## config.mk

```make
export PLATFORM = sky130hd
export DESIGN_NAME = manycore_links_to_fsb
export DESIGN_NICKNAME = d
export VERILOG_FILES = /design/src/logic/mc_link_pkg.sv /design/src/logic/fsb_tunnel_pkg.sv /design/src/logic/fsb_frame_out.sv /design/src/logic/manycore_links_to_fsb.sv /design/src/logic/tunnel_rx_decode.sv /design/src/logic/tunnel_tx_arbiter.sv /design/src/logic/two_fifo.sv
export SDC_FILE = /design/constraint.sdc
export NUM_CORES = 1
export LEC_CHECK = 0
export BUFFER_PORTS_ARGS = -buffer_cell sky130_fd_sc_hd__buf_2
export CAP_MARGIN = 10
export CORE_MARGIN = 2
export CORE_UTILIZATION = 54
export DETAILED_ROUTE_END_ITERATION = 10
export PLACE_DENSITY_LB_ADDON = 0.12
export SYNTH_ARGS = -nofsm -noshare
export SYNTH_HDL_FRONTEND = slang
export SYNTH_HIERARCHICAL = 1
export SYNTH_SLANG_ARGS = --single-unit
```

## constraint.sdc

```tcl
create_clock -name clk_i -period 6.3 [get_ports clk_i]
set_clock_uncertainty 0.2 [all_clocks]
set_input_delay 1.26 -clock clk_i [delete_from_list [all_inputs] [get_ports clk_i]]
set_output_delay 1.26 -clock clk_i [all_outputs]
set_load 0.01 [all_outputs]
```

## src/logic/mc_link_pkg.sv

```systemverilog
// manycore link topology, field widths, packet structs and link bundle structs
package mc_link_pkg;

   // two links, each with a forward and a reverse net
   localparam int NUM_LINKS = 2;
   localparam int NUM_NETS = 2;
   localparam int NUM_CHAN = NUM_LINKS * NUM_NETS;
   localparam int CHAN_IDX_WIDTH = $clog2(NUM_CHAN);

   // packet field widths
   localparam int ADDR_WIDTH = 20;
   localparam int DATA_WIDTH = 32;
   localparam int LOAD_ID_WIDTH = 5;
   localparam int X_CORD_WIDTH = 2;
   localparam int Y_CORD_WIDTH = 2;

   // request on the forward net, 67 bits
   typedef struct packed {
      logic [1:0]               op;
      logic [ADDR_WIDTH-1:0]    addr;
      logic [DATA_WIDTH-1:0]    data;
      logic [LOAD_ID_WIDTH-1:0] load_id;
      logic [X_CORD_WIDTH-1:0]  src_x;
      logic [Y_CORD_WIDTH-1:0]  src_y;
      logic [X_CORD_WIDTH-1:0]  dest_x;
      logic [Y_CORD_WIDTH-1:0]  dest_y;
   } mc_packet_s;

   // return on the reverse net, 43 bits
   typedef struct packed {
      logic [1:0]               return_type;
      logic [DATA_WIDTH-1:0]    data;
      logic [LOAD_ID_WIDTH-1:0] load_id;
      logic [X_CORD_WIDTH-1:0]  dest_x;
      logic [Y_CORD_WIDTH-1:0]  dest_y;
   } mc_return_packet_s;

   // driven by the manycore, one bundle per net
   // ready_and_rev is readiness for traffic going toward the manycore
   typedef struct packed {
      logic       v;
      mc_packet_s packet;
      logic       ready_and_rev;
   } mc_fwd_in_s;

   typedef struct packed {
      logic              v;
      mc_return_packet_s packet;
      logic              ready_and_rev;
   } mc_rev_in_s;

   // driven toward the manycore
   typedef struct packed {
      logic       v;
      mc_packet_s packet;
      logic       ready_and_rev;
   } mc_fwd_out_s;

   typedef struct packed {
      logic              v;
      mc_return_packet_s packet;
      logic              ready_and_rev;
   } mc_rev_out_s;

   typedef struct packed {
      mc_fwd_in_s fwd;
      mc_rev_in_s rev;
   } mc_link_in_s;

   typedef struct packed {
      mc_fwd_out_s fwd;
      mc_rev_out_s rev;
   } mc_link_out_s;

endpackage

```

## src/logic/fsb_tunnel_pkg.sv

```systemverilog
// FSB frame struct, tunnel tag and payload union, credit and buffer constants
package fsb_tunnel_pkg;

   import mc_link_pkg::*;

   // FSB ring word and client frame layout
   localparam int RING_WIDTH = 80;
   localparam int FSB_ID_WIDTH = 4;
   localparam int FSB_DATA_WIDTH = RING_WIDTH - FSB_ID_WIDTH - 1;
   localparam logic [FSB_ID_WIDTH-1:0] DEST_ID = 4'h3;

   // receive buffer depth per channel, also the starting credit count
   localparam int REMOTE_CREDITS = 4;
   // pending count that asks for a credit word
   localparam int CREDIT_BATCH = 2;
   localparam int CREDIT_WIDTH = 3;
   localparam int BUF_PTR_WIDTH = $clog2(REMOTE_CREDITS);

   // request packet is the wider of the two
   localparam int PAYLOAD_WIDTH = $bits(mc_packet_s);

   // tags 0..3 select a channel, tag 4 marks a credit word
   localparam int TAG_WIDTH = 3;
   localparam logic [TAG_WIDTH-1:0] CREDIT_TAG = 3'd4;

   // return packet padded up to payload width
   typedef struct packed {
      logic [PAYLOAD_WIDTH-$bits(mc_return_packet_s)-1:0] pad;
      mc_return_packet_s                                  pkt;
   } tunnel_ret_s;

   // one returned-credit count per channel
   typedef struct packed {
      logic [PAYLOAD_WIDTH-NUM_CHAN*CREDIT_WIDTH-1:0] pad;
      logic [NUM_CHAN-1:0][CREDIT_WIDTH-1:0]          count;
   } tunnel_credit_s;

   // the tag picks which view is meaningful
   typedef union packed {
      mc_packet_s     req;
      tunnel_ret_s    ret;
      tunnel_credit_s credit;
   } tunnel_payload_u;

   // 70 bits on the ring, in the low bits of the frame data
   typedef struct packed {
      logic [TAG_WIDTH-1:0] tag;
      tunnel_payload_u      payload;
   } tunnel_word_s;

   typedef struct packed {
      logic [FSB_ID_WIDTH-1:0]   destid;
      logic                      cmd;
      logic [FSB_DATA_WIDTH-1:0] data;
   } fsb_frame_s;

endpackage

```

## src/logic/fsb_frame_out.sv

```systemverilog
// registered FSB output stage that frames tunnel words, valid/yumi toward the ring
`timescale 1ns/10ps

module fsb_frame_out
   import fsb_tunnel_pkg::*;
(
   input  logic         clk_i,
   input  logic         rst_i,
   input  logic         word_v_i,
   input  tunnel_word_s word_i,
   output logic         word_ready_o,
   output logic         v_o,
   output fsb_frame_s   data_o,
   input  logic         yumi_i
);

   fsb_frame_s frame_r;
   logic       v_r;
   logic       accept;

   // empty, or emptied by yumi this cycle
   assign word_ready_o = ~v_r | yumi_i;
   assign accept       = word_v_i & word_ready_o;

   assign v_o    = v_r;
   assign data_o = frame_r;

   // tunnel word sits in the low bits, client command
   always_ff @(posedge clk_i)
   begin
      if (accept)
         frame_r <= '{destid: DEST_ID, cmd: 1'b0, data: FSB_DATA_WIDTH'(word_i)};
   end

   always_ff @(posedge clk_i)
   begin
      if (rst_i)
         v_r <= 1'b0;
      else if (accept)
         v_r <= 1'b1;
      else if (yumi_i)
         v_r <= 1'b0;
   end

endmodule

```

## src/logic/manycore_links_to_fsb.sv

```systemverilog
// top joining manycore link FIFOs, tunnel decode, channel arbiter and FSB framer
`timescale 1ns/10ps

module manycore_links_to_fsb
   import mc_link_pkg::*;
   import fsb_tunnel_pkg::*;
(
   input  logic                           clk_i,
   input  logic                           rst_i,
   input  mc_link_in_s [NUM_LINKS-1:0]    links_i,
   output mc_link_out_s [NUM_LINKS-1:0]   links_o,
   input  logic                           v_i,
   input  logic [RING_WIDTH-1:0]          data_i,
   output logic                           ready_o,
   output logic                           v_o,
   output fsb_frame_s                     data_o,
   input  logic                           yumi_i
);

   // channel side toward the arbiter
   logic [NUM_CHAN-1:0]                   chan_v, chan_yumi;
   tunnel_payload_u [NUM_CHAN-1:0]        chan_payload;
   // channel side out of the decoder
   logic [NUM_CHAN-1:0]                   dec_v, dec_ready;
   tunnel_payload_u [NUM_CHAN-1:0]        dec_payload;
   logic [NUM_CHAN-1:0][CREDIT_WIDTH-1:0] credits_returned, pending_credits;
   logic                                  credit_req, credit_sent;
   tunnel_word_s                          tx_word, rx_word;
   logic                                  tx_word_v, tx_word_ready;

   // useful ring data is in the low bits
   assign rx_word = data_i[0+:$bits(tunnel_word_s)];

   // channel 2i is link i fwd, 2i+1 is link i rev
   for (genvar i = 0; i < NUM_LINKS; i++)
   begin : g_link
      mc_packet_s        fwd_data;
      mc_return_packet_s rev_data;
      logic              fwd_ready, rev_ready;

      two_fifo #(.WIDTH($bits(mc_packet_s))) fwd_fifo (
         .clk_i  (clk_i),
         .rst_i  (rst_i),
         .v_i    (links_i[i].fwd.v),
         .data_i (links_i[i].fwd.packet),
         .ready_o(fwd_ready),
         .v_o    (chan_v[2*i]),
         .data_o (fwd_data),
         .yumi_i (chan_yumi[2*i])
      );

      two_fifo #(.WIDTH($bits(mc_return_packet_s))) rev_fifo (
         .clk_i  (clk_i),
         .rst_i  (rst_i),
         .v_i    (links_i[i].rev.v),
         .data_i (links_i[i].rev.packet),
         .ready_o(rev_ready),
         .v_o    (chan_v[2*i+1]),
         .data_o (rev_data),
         .yumi_i (chan_yumi[2*i+1])
      );

      // short return packet is zero padded
      assign chan_payload[2*i].req   = fwd_data;
      assign chan_payload[2*i+1].ret = '{pad: '0, pkt: rev_data};

      // manycore readiness drives the receive buffer dequeue
      assign dec_ready[2*i]   = links_i[i].fwd.ready_and_rev;
      assign dec_ready[2*i+1] = links_i[i].rev.ready_and_rev;

      assign links_o[i].fwd = '{v: dec_v[2*i], packet: dec_payload[2*i].req,
                                ready_and_rev: fwd_ready};
      assign links_o[i].rev = '{v: dec_v[2*i+1], packet: dec_payload[2*i+1].ret.pkt,
                                ready_and_rev: rev_ready};
   end

   tunnel_rx_decode rx_decode (
      .clk_i             (clk_i),
      .rst_i             (rst_i),
      .v_i               (v_i),
      .data_i            (rx_word),
      .ready_o           (ready_o),
      .link_v_o          (dec_v),
      .link_payload_o    (dec_payload),
      .link_ready_i      (dec_ready),
      .credits_returned_o(credits_returned),
      .pending_credits_o (pending_credits),
      .credit_req_o      (credit_req),
      .credit_sent_i     (credit_sent)
   );

   tunnel_tx_arbiter tx_arbiter (
      .clk_i             (clk_i),
      .rst_i             (rst_i),
      .chan_v_i          (chan_v),
      .chan_payload_i    (chan_payload),
      .chan_yumi_o       (chan_yumi),
      .credits_returned_i(credits_returned),
      .pending_credits_i (pending_credits),
      .credit_req_i      (credit_req),
      .credit_sent_o     (credit_sent),
      .word_v_o          (tx_word_v),
      .word_o            (tx_word),
      .word_ready_i      (tx_word_ready)
   );

   fsb_frame_out frame_out (
      .clk_i       (clk_i),
      .rst_i       (rst_i),
      .word_v_i    (tx_word_v),
      .word_i      (tx_word),
      .word_ready_o(tx_word_ready),
      .v_o         (v_o),
      .data_o      (data_o),
      .yumi_i      (yumi_i)
   );

endmodule

```

## src/logic/tunnel_rx_decode.sv

```systemverilog
// inbound tunnel decode with input FIFO, per-channel receive buffers and credit counting
`timescale 1ns/10ps

module tunnel_rx_decode
   import mc_link_pkg::*;
   import fsb_tunnel_pkg::*;
(
   input  logic                                  clk_i,
   input  logic                                  rst_i,
   input  logic                                  v_i,
   input  tunnel_word_s                          data_i,
   output logic                                  ready_o,
   output logic [NUM_CHAN-1:0]                   link_v_o,
   output tunnel_payload_u [NUM_CHAN-1:0]        link_payload_o,
   input  logic [NUM_CHAN-1:0]                   link_ready_i,
   output logic [NUM_CHAN-1:0][CREDIT_WIDTH-1:0] credits_returned_o,
   output logic [NUM_CHAN-1:0][CREDIT_WIDTH-1:0] pending_credits_o,
   output logic                                  credit_req_o,
   input  logic                                  credit_sent_i
);

   tunnel_word_s              word;
   logic                      word_v;
   logic                      pop;
   logic                      is_chan, is_credit;
   logic [CHAN_IDX_WIDTH-1:0] word_chan;
   logic [NUM_CHAN-1:0]       buf_full, enq, deq;

   // one cycle of slack on the ring side
   two_fifo #(.WIDTH($bits(tunnel_word_s))) in_fifo (
      .clk_i  (clk_i),
      .rst_i  (rst_i),
      .v_i    (v_i),
      .data_i (data_i),
      .ready_o(ready_o),
      .v_o    (word_v),
      .data_o (word),
      .yumi_i (pop)
   );

   // tag decode
   assign is_chan   = word.tag < TAG_WIDTH'(NUM_CHAN);
   assign is_credit = word.tag == CREDIT_TAG;
   assign word_chan = word.tag[CHAN_IDX_WIDTH-1:0];

   // channel word waits for room; credit words never stall
   // buffer room is guaranteed by the sender's credits
   assign pop = word_v & (~is_chan | ~buf_full[word_chan]);

   // counts reach the arbiter in the pop cycle only
   assign credits_returned_o = (pop && is_credit) ? word.payload.credit.count : '0;

   for (genvar c = 0; c < NUM_CHAN; c++)
   begin : g_chan
      tunnel_payload_u [REMOTE_CREDITS-1:0] mem;
      logic [BUF_PTR_WIDTH-1:0]             wr_ptr, rd_ptr;
      logic [CREDIT_WIDTH-1:0]              count;
      logic [CREDIT_WIDTH-1:0]              pending;

      assign enq[c]      = pop & is_chan & (word_chan == CHAN_IDX_WIDTH'(c));
      // valid/ready toward the manycore
      assign deq[c]      = link_v_o[c] & link_ready_i[c];
      assign buf_full[c] = count == CREDIT_WIDTH'(REMOTE_CREDITS);

      assign link_v_o[c]          = count != '0;
      assign link_payload_o[c]    = mem[rd_ptr];
      assign pending_credits_o[c] = pending;

      // payload storage
      always_ff @(posedge clk_i)
      begin
         if (enq[c])
            mem[wr_ptr] <= word.payload;
      end

      always_ff @(posedge clk_i)
      begin
         if (rst_i)
         begin
            wr_ptr  <= '0;
            rd_ptr  <= '0;
            count   <= '0;
            pending <= '0;
         end
         else
         begin
            if (enq[c])
               wr_ptr <= wr_ptr + 1'b1;
            if (deq[c])
               rd_ptr <= rd_ptr + 1'b1;
            count <= count + CREDIT_WIDTH'(enq[c]) - CREDIT_WIDTH'(deq[c]);
            // a dequeue in the send cycle starts the next batch
            if (credit_sent_i)
               pending <= CREDIT_WIDTH'(deq[c]);
            else if (deq[c])
               pending <= pending + 1'b1;
         end
      end
   end

   // any channel at the batch size asks for a credit word
   always_comb
   begin
      credit_req_o = 1'b0;
      for (int c = 0; c < NUM_CHAN; c++)
      begin
         if (pending_credits_o[c] >= CREDIT_WIDTH'(CREDIT_BATCH))
            credit_req_o = 1'b1;
      end
   end

endmodule

```

## src/logic/tunnel_tx_arbiter.sv

```systemverilog
// outbound round-robin channel arbiter with credit counters and credit word priority
`timescale 1ns/10ps

module tunnel_tx_arbiter
   import mc_link_pkg::*;
   import fsb_tunnel_pkg::*;
(
   input  logic                                  clk_i,
   input  logic                                  rst_i,
   input  logic [NUM_CHAN-1:0]                   chan_v_i,
   input  tunnel_payload_u [NUM_CHAN-1:0]        chan_payload_i,
   output logic [NUM_CHAN-1:0]                   chan_yumi_o,
   input  logic [NUM_CHAN-1:0][CREDIT_WIDTH-1:0] credits_returned_i,
   input  logic [NUM_CHAN-1:0][CREDIT_WIDTH-1:0] pending_credits_i,
   input  logic                                  credit_req_i,
   output logic                                  credit_sent_o,
   output logic                                  word_v_o,
   output tunnel_word_s                          word_o,
   input  logic                                  word_ready_i
);

   logic [NUM_CHAN-1:0][CREDIT_WIDTH-1:0] credits;
   logic [NUM_CHAN-1:0]                   eligible;
   logic [CHAN_IDX_WIDTH-1:0]             rr_ptr, pick;
   logic                                  pick_v;
   logic                                  data_send;

   // a channel competes only with a word and a credit in hand
   always_comb
   begin
      for (int c = 0; c < NUM_CHAN; c++)
         eligible[c] = chan_v_i[c] & (credits[c] != '0);
   end

   // search starts just after the last winner
   always_comb
   begin
      logic [CHAN_IDX_WIDTH-1:0] cand;
      pick_v = 1'b0;
      pick   = rr_ptr;
      for (int k = 1; k <= NUM_CHAN; k++)
      begin
         cand = rr_ptr + CHAN_IDX_WIDTH'(k);
         if (!pick_v && eligible[cand])
         begin
            pick_v = 1'b1;
            pick   = cand;
         end
      end
   end

   // credit word preempts data
   assign word_v_o      = credit_req_i | pick_v;
   assign credit_sent_o = credit_req_i & word_ready_i;
   assign data_send     = ~credit_req_i & pick_v & word_ready_i;

   always_comb
   begin
      if (credit_req_i)
      begin
         word_o.tag            = CREDIT_TAG;
         word_o.payload.credit = '{pad: '0, count: pending_credits_i};
      end
      else
      begin
         word_o.tag     = TAG_WIDTH'(pick);
         word_o.payload = chan_payload_i[pick];
      end
   end

   always_comb
   begin
      chan_yumi_o = '0;
      if (data_send)
         chan_yumi_o[pick] = 1'b1;
   end

   // spend and refund may land in the same cycle
   always_ff @(posedge clk_i)
   begin
      if (rst_i)
      begin
         for (int c = 0; c < NUM_CHAN; c++)
            credits[c] <= CREDIT_WIDTH'(REMOTE_CREDITS);
         // channel 0 goes first after reset
         rr_ptr <= CHAN_IDX_WIDTH'(NUM_CHAN - 1);
      end
      else
      begin
         for (int c = 0; c < NUM_CHAN; c++)
            credits[c] <= credits[c] - CREDIT_WIDTH'(chan_yumi_o[c]) + credits_returned_i[c];
         if (data_send)
            rr_ptr <= pick;
      end
   end

endmodule

```

## src/logic/two_fifo.sv

```systemverilog
// two-entry register FIFO, valid/ready on the write side and valid/yumi on the read side
`timescale 1ns/10ps

module two_fifo #(
   parameter int WIDTH = 8
) (
   input  logic             clk_i,
   input  logic             rst_i,
   input  logic             v_i,
   input  logic [WIDTH-1:0] data_i,
   output logic             ready_o,
   output logic             v_o,
   output logic [WIDTH-1:0] data_o,
   input  logic             yumi_i
);

   logic [1:0][WIDTH-1:0] mem;
   logic                  head, tail;
   logic                  full, empty;
   logic                  enq, deq;

   // no enqueue while full, even with a dequeue in the same cycle
   assign ready_o = ~full;
   assign v_o     = ~empty;
   assign data_o  = mem[head];
   assign enq     = v_i & ~full;
   // yumi only comes while v_o is high
   assign deq     = yumi_i;

   always_ff @(posedge clk_i)
   begin
      if (enq)
      begin
         mem[tail] <= data_i;
      end
   end

   always_ff @(posedge clk_i)
   begin
      if (rst_i)
      begin
         head  <= 1'b0;
         tail  <= 1'b0;
         full  <= 1'b0;
         empty <= 1'b1;
      end
      else
      begin
         if (enq)
            tail <= ~tail;
         if (deq)
            head <= ~head;
         // occupancy only moves when exactly one side fires
         if (enq && !deq)
         begin
            empty <= 1'b0;
            full  <= ~empty;
         end
         else if (deq && !enq)
         begin
            full  <= 1'b0;
            empty <= ~full;
         end
      end
   end

endmodule

```

==> parameters.txt, run 1 <==
Parameter                              Value

GRT
  First-pass GRT wire length    about 210 mm
  Number of antenna violations at the first check in global routing    ~70
  Pin count of the biggest net entering global routing    90
  Number of global-route vias before repair    ~32,000
  Global routing usage summed across all routing layers    25.28%
  GR Overflow Total    0

Route
  DRC violations left    0
  Routed wire length    roughly 150 mm
  Length of the first detailed-routing pass in iterations    5
  Routed Antenna Nets    0
  Highest routed layer    met5
  Met1 wire length    roughly 55 mm
  Via-per-instance ratio    between 5 and 6
  Starting DRT DRC Count    around 2,600
  Routed length on met2    77.77 mm
  Sum of met3 wire segment lengths after detailed routing    between 10 and 15 mm
  Via count    ~32,000
  Detailed-route wire length per cell    ~27 um

STA
  Max-slew violation total from the final report    0
  Worst setup slack after layout    1.572 ns
  Post-route minimum period    4.728 ns
  Worst Hold Margin    0.3254 ns
  Transition time of the tightest slew-check pin    approximately 1.2 ns
  Period utilisation layout    75.04%
  Worst slew slack as a fraction of its limit    between 10% and 20%
  Number of setup violations in the final report    0
  Unrepaired setup endpoints after global routing    false
  Max frequency    between 0.2 and 0.25 GHz
  Final total negative setup slack    0 ns
  Final Hold Viols    0

Clock tree
  Setup bufs post-CTS    0
  Number of buffers added to fix hold violations after cts    0
  CTS root buf    sky130_fd_sc_hd__clkbuf_16
  Total number of H-tree levels    4
  Clock-pin slew reported for the worst setup and hold paths after clock tree synthesis    roughly 0.060 ns
  Total of cells resized after clock tree synthesis    0
  Insertion delay of the later-clocked pin in the worst-skew pair    approximately 0.76 ns
  Number of clock sinks    roughly 1,600
  Clock tree from TritonCTS    built
  Clock buffer count from CTS    163
  CTS max path bufs    3

Power and ir drop
  Highest ir drop seen on vdd    0.5703 mV
  Combinational share of power    between 20% and 30%
  Cell area power density    434.0 nW/um^2
  Sequential Power Share    between 40% and 50%
  Proportion of power drawn by the clock network    approximately 30%
  Switching Share    between 30% and 40%
  Reported leakage power    around 24 nW
  Switching Power    9.618 mW
  Int Power    between 20 and 25 mW

Finish
  Fraction of final layout cells with drive strength greater than 1    between 30% and 40%
  Post-route standard cell area excluding fillers    72,040 um^2
  Filler Cell Count    ~7,900
  Number of nets in the layout    4,135
  Final core area utilization    a little over three fifths
  Growth of design area from synthesis to finish    15.65%

Die
  Die area    around 120,000 um^2
  Initial core utilization    between 50% and 60%
  Vertical extent of the die    around 340 um
  # IOs    622
  Floorplan core area    between 100,000 and 150,000 um^2
  Horizontal die dimension    343.6 um
  Cell Rows    about 120

Job
  Maximum Capacitance Violations    0

Placement
  Buffers on Ports    about 600
  Routability congestion estimate from global placement    between 0.8 and 0.9
  Post-placement setup slack    about 1.6 ns
  DPL Wire Length    91.80 mm
  Instance area after placement    between 60,000 and 70,000 um^2

Run status
  Status    finished clean

Worst setup path
  Startpoint type of the worst setup path    flip-flop
  Worst Path Required    around 6.7 ns
  CP Data Arrival Time    about 5.2 ns
  Worst-path maximum fanout    56
  Setup Crit Path Kind    flip-flop to flip-flop
  Critical path endpoint category    flip-flop

Min path
  Hold WC Path Type    flip-flop to flip-flop

Logic synthesis
  Number of instances in the synthesized netlist    roughly 3,100
  Warning count from the yosys run    6
  Average cell area after synthesis    20.09 um^2
  Post-synthesis instance area    between 60,000 and 70,000 um^2
==> through the flow <==
step | instances | power [mW]
finish | 5434 | 31.26
global route | 5427 | 32.57
CTS | 5408 | 31.57
detailed placement | 5119 | 22.42
global placement | 5119 | 22.22
floorplan | 3155 | 19.26
==> power by group through the flow <==
stage	clock network, mW	logic, mW	registers (mW)
after floorplan	0	5.49	13.8
after global placement	0	8.07	14.2
after detailed placement	0	8.23	14.2
after CTS	9.31	8.27	14.0
after global routing	9.73	8.77	14.1
final	9.13	8.18	14.0
==> layout by cell type, fill, tap and decap left out, types with 10 or more instances in the layout <==
cell	count
sky130_fd_sc_hd__a31oi_1	55
sky130_fd_sc_hd__and2_1	14
sky130_fd_sc_hd__and2_2	10
sky130_fd_sc_hd__and2_4	12
sky130_fd_sc_hd__and4_1	55
sky130_fd_sc_hd__buf_2	601
sky130_fd_sc_hd__buf_4	50
sky130_fd_sc_hd__clkbuf_1	34
sky130_fd_sc_hd__clkbuf_16	164
sky130_fd_sc_hd__clkinv_1	34
sky130_fd_sc_hd__clkinv_2	27
sky130_fd_sc_hd__conb_1	58
sky130_fd_sc_hd__dfxtp_1	62
sky130_fd_sc_hd__diode_2	26
sky130_fd_sc_hd__edfxtp_1	1530
sky130_fd_sc_hd__ha_1	43
sky130_fd_sc_hd__inv_1	66
sky130_fd_sc_hd__mux2_2	245
sky130_fd_sc_hd__mux2_4	41
sky130_fd_sc_hd__mux2i_1	29
sky130_fd_sc_hd__mux4_2	220
sky130_fd_sc_hd__nand2_1	29
sky130_fd_sc_hd__nand2b_1	17
sky130_fd_sc_hd__nand3_1	110
sky130_fd_sc_hd__nor2_1	54
sky130_fd_sc_hd__nor2b_1	18
sky130_fd_sc_hd__nor3_1	10
sky130_fd_sc_hd__o21ai_1	52
sky130_fd_sc_hd__o221ai_1	12
sky130_fd_sc_hd__o31a_1	61
sky130_fd_sc_hd__or3_1	10
sky130_fd_sc_hd__xnor2_1	31
sky130_fd_sc_hd__xor2_1	15
==> worst paths after layout <==
path | startpoint | end | slack (ns) | cells after the start
max | tx_arbiter/credits[10] | tx_arbiter/credits[8] | 1.57 | 14
min | rx_decode/g_chan[1].rd_ptr[1] | rx_decode/g_chan[1].rd_ptr[1] | 0.33 | 2
max reg2reg | tx_arbiter/credits[10] | tx_arbiter/credits[8] | 1.57 | 14
min reg2reg | rx_decode/g_chan[1].rd_ptr[1] | rx_decode/g_chan[1].rd_ptr[1] | 0.33 | 2
==> routing by layer <==
layer / vias up / global-route usage (%)
met3: 290 / 7.151
li1: 13792 / -
met1: 16337 / 30.68
met4: 70 / 8.779
met5: - / 0
met2: 1097 / 43.52
==> worst max-delay path: stages, from the launching register on <==
cell                       delay [ns]
sky130_fd_sc_hd__dfxtp_1         0.33
sky130_fd_sc_hd__o31ai_4         0.46
sky130_fd_sc_hd__or3_2           0.20
sky130_fd_sc_hd__buf_4           0.53
sky130_fd_sc_hd__nand3_4         0.26
sky130_fd_sc_hd__buf_4           0.41
sky130_fd_sc_hd__nor3_1          0.71
sky130_fd_sc_hd__ha_1            0.35
sky130_fd_sc_hd__inv_1           0.06
sky130_fd_sc_hd__ha_1            0.13
sky130_fd_sc_hd__inv_1           0.05
sky130_fd_sc_hd__fa_1            0.43
sky130_fd_sc_hd__xor2_1          0.16
sky130_fd_sc_hd__xnor2_1         0.15
sky130_fd_sc_hd__nand2b_1        0.07
==> final cells by class <==
cell class	count	area [um^2]	share of cell area (%)
Antenna cell	26	65.06	0.09032
Sequential cell	1605	47480	65.91
Multi-Input combinational cell	1285	13910	19.31
Inverter	66	247.7	0.3439
Tap cell	1512	1892	2.626
Clock inverter	90	812.0	1.127
Clock buffer	199	4245	5.893
Timing Repair Buffer	651	3383	4.696
==> sequential cells by signal, summed over array words and instances (netlist names), 2 cells and up <==
register,flops
g_link.rev_fifo/empty,2
g_link.fwd_fifo/head,2
rx_decode/g_chan.wr_ptr,8
tx_arbiter/credits,12
g_link.fwd_fifo/tail,2
frame_out/data_o,70
rx_decode/g_chan.rd_ptr,8
rx_decode/g_chan.count,12
g_link.fwd_fifo/mem,268
g_link.fwd_fifo/full,2
rx_decode/in_fifo/mem,140
g_link.rev_fifo/tail,2
g_link.rev_fifo/head,2
g_link.fwd_fifo/empty,2
rx_decode/g_chan.pending,12
g_link.rev_fifo/full,2
rx_decode/g_chan.mem,880
tx_arbiter/rr_ptr,2
g_link.rev_fifo/mem,172
Power figures use the tool's default switching activity.
==> run 2, diff against run 1 <==
clock period = 3.8 ns   (was 6.3 ns; I/O delays follow)
==> run 2 against run 1 <==
  * Global-route usage rose by 0.74 points
  * Routed wire length rose by 2.2%
  * Final cell count rose by 6.1%
  * Die area did not move
  * Sequential share of layout area fell by 3.4 points
  * Critical path type is now flip-flop to primary output
  * Largest cell class unchanged
==> parameters.txt, run 2 (synthesis gave the netlist of run 1 again) <==
Parameter                              Value

Finish
  Most flop-heavy register    rx_decode/g_chan.mem
  Max FFs per register    880
  Growth of design area from synthesis to finish    21.96%
  Post-Layout Cell Count    approximately 5,800
  Leading cell types in the layout, fill and taps excluded    1,530 x sky130_fd_sc_hd__edfxtp_1, 601 x sky130_fd_sc_hd__buf_2, 289 x sky130_fd_sc_hd__dlygate4sd3_1
  Number of nets in the layout    approximately 4,500
  Leading registers by flop count    rx_decode/g_chan.mem x880, g_link.fwd_fifo/mem x268, g_link.rev_fifo/mem x172
  Fraction of final layout cells with drive strength greater than 1    35.33%
  Leading cell type in the layout, fill and taps excluded    sky130_fd_sc_hd__edfxtp_1

Die
  Floorplan core area    about 110,000 um^2
  Horizontal die dimension    ~340 um
  Vertical extent of the die    ~340 um
  Initial core utilization    54.48%
  Die area    118,100 um^2
  Cell Rows    about 120
  # IOs    622

STA
  Worst slew slack as a fraction of its limit    between 20% and 30%
  Unrepaired setup endpoints after global routing    false
  Transition time of the tightest slew-check pin    1.127 ns
  Final total negative setup slack    0 ns
  Period utilisation layout    just over 90%
  Worst setup slack after layout    approximately 0.25 ns
  Max-slew violation total from the final report    0
  Final Hold Viols    0
  Number of setup violations in the final report    0
  Max frequency    approximately 0.28 GHz
  Post-route minimum period    3.548 ns

Power and ir drop
  Cell area power density    695.2 nW/um^2
  Highest ir drop seen on vdd    1.076 mV
  Reported leakage power    around 26 nW

GRT
  Number of antenna violations at the first check in global routing    25
  First-pass GRT wire length    approximately 220 mm
  Number of global-route vias before repair    34,936
  Pin count of the biggest net entering global routing    100
  Global routing usage summed across all routing layers    26.01%
  GR Overflow Total    0

Placement
  Post-placement setup slack    0.3425 ns
  Routability congestion estimate from global placement    slightly above 0.8
  DPL Wire Length    around 96 mm
  Buffers on Ports    601
  Number of cells in the design after placement    5,174

Clock tree
  Clock-pin slew reported for the worst setup and hold paths after clock tree synthesis    0.06 ns
  Insertion delay of the later-clocked pin in the worst-skew pair    a little under 0.8 ns
  Clock buffer count from CTS    between 150 and 200
  Clock tree from TritonCTS    built
  Number of clock sinks    about 1,600
  Total of cells resized after clock tree synthesis    0
  Total number of H-tree levels    4
  CTS max path bufs    3
  CTS root buf    sky130_fd_sc_hd__clkbuf_16

Route
  Routed wire length    between 150 and 200 mm
  DRC violations left    0
  Detailed-route wire length per cell    26.47 um
  Starting DRT DRC Count    between 2,000 and 3,000
  Length of the first detailed-routing pass in iterations    7
  Routed Antenna Nets    0
  Via count    around 33,000
  Via-per-instance ratio    between 5 and 6

Worst setup path
  Setup Crit Path Kind    flip-flop to primary output
  Critical path endpoint category    primary output
  Worst-path maximum fanout    24
  Worst Path Required    2.84 ns
  CP Data Arrival Time    roughly 2.6 ns
  Startpoint type of the worst setup path    flip-flop

Min path
  Hold WC Path Type    primary input to flip-flop

Job
  Maximum Capacitance Violations    0

Run status
  Status    finished clean
[run 2: cell types whose count changed in the layout (fill, tap and decap cells not counted), moves of 2 or more]
cell / delta
sky130_fd_sc_hd__clkinv_8: -3
sky130_fd_sc_hd__buf_12: +44
sky130_fd_sc_hd__bufinv_16: +5
sky130_fd_sc_hd__clkinvlp_4: -4
sky130_fd_sc_hd__buf_4: +11
sky130_fd_sc_hd__clkinv_1: +11
sky130_fd_sc_hd__clkinv_2: +3
sky130_fd_sc_hd__nor3_4: +2
sky130_fd_sc_hd__nor3_2: -2
sky130_fd_sc_hd__diode_2: -17
sky130_fd_sc_hd__clkbuf_1: -6
sky130_fd_sc_hd__inv_16: -2
sky130_fd_sc_hd__dlygate4sd3_1: +289
[run 2: layout make-up]
cell class / instances / area [um^2]
antenna: 9 / 22.52
clock buffer: 195 / 4262
clock inverter: 100 / 899.6
fill: 7506 / 38380
inverter: 66 / 247.7
multi-input combinational: 1285 / 13920
sequential: 1605 / 47480
tap: 1512 / 1892
timing repair buffer: 995 / 7239
[run 2: through the flow]
step / hold WS (ns) / util (%) / total power, mW / instance area, um^2
3_3_place_gp: 0.2921 / 59.38 / 37.10 / 67890
2_1_floorplan: 0.2816 / - / 31.92 / 62550
6_report: 0.08030 / 66.44 / 52.81 / 75970
4_1_cts: 0.02016 / 66.42 / 53.20 / 75950
5_1_grt: 0.04372 / 66.43 / 54.96 / 75960
3_5_place_dp: 0.3080 / 59.38 / 37.48 / 67890
[run 2: critical path, cell delays in order (launching register included)]
cell                      delay [ns]
sky130_fd_sc_hd__dfxtp_4        0.71
sky130_fd_sc_hd__buf_4          0.37
sky130_fd_sc_hd__mux4_2         0.57
sky130_fd_sc_hd__buf_2          0.16
[run 2: power by group]
part | switching, mW | total (mW) | internal [mW] | leakage [nW]
logic | 8.51 | 14.4 | 5.89 | 8.84
registers | 1.07 | 22.9 | 21.9 | 14.7
clock network | 6.53 | 15.5 | 8.94 | 2.53
[run 2: timing repair]
item / in CTS / in global routing
buffers inserted: 0 / 0
hold buffers: 289 / 0
hold endpoints to repair: 578 / 0
[run 2: final timing paths]
| path | slack (ns) | startpoint | to | cells past startpoint |
|---|---|---|---|---|
| setup / recovery | 0.25 | rx_decode/g_chan[3].rd_ptr[0] | links_o[151] | 3 |
| hold / removal | 0.08 | data_i[27] | rx_decode/in_fifo/mem[97] | 1 |
| setup reg to reg | 0.26 | rx_decode/g_chan[3].pending[0] | tx_arbiter/credits[11] | 15 |
| hold reg to reg | 0.32 | frame_out/v_o | frame_out/v_o | 2 |
[run 2: per-layer routing]
metal | track usage, % | up-vias | share of wire (%)
met1 | 31.85 | 16903 | 37
met2 | 46.04 | 1235 | 53
met3 | 5.626 | 289 | 7.2
met5 | 0 | - | 0.11
li1 | - | 14474 | -
met4 | 8.524 | 26 | 3.0
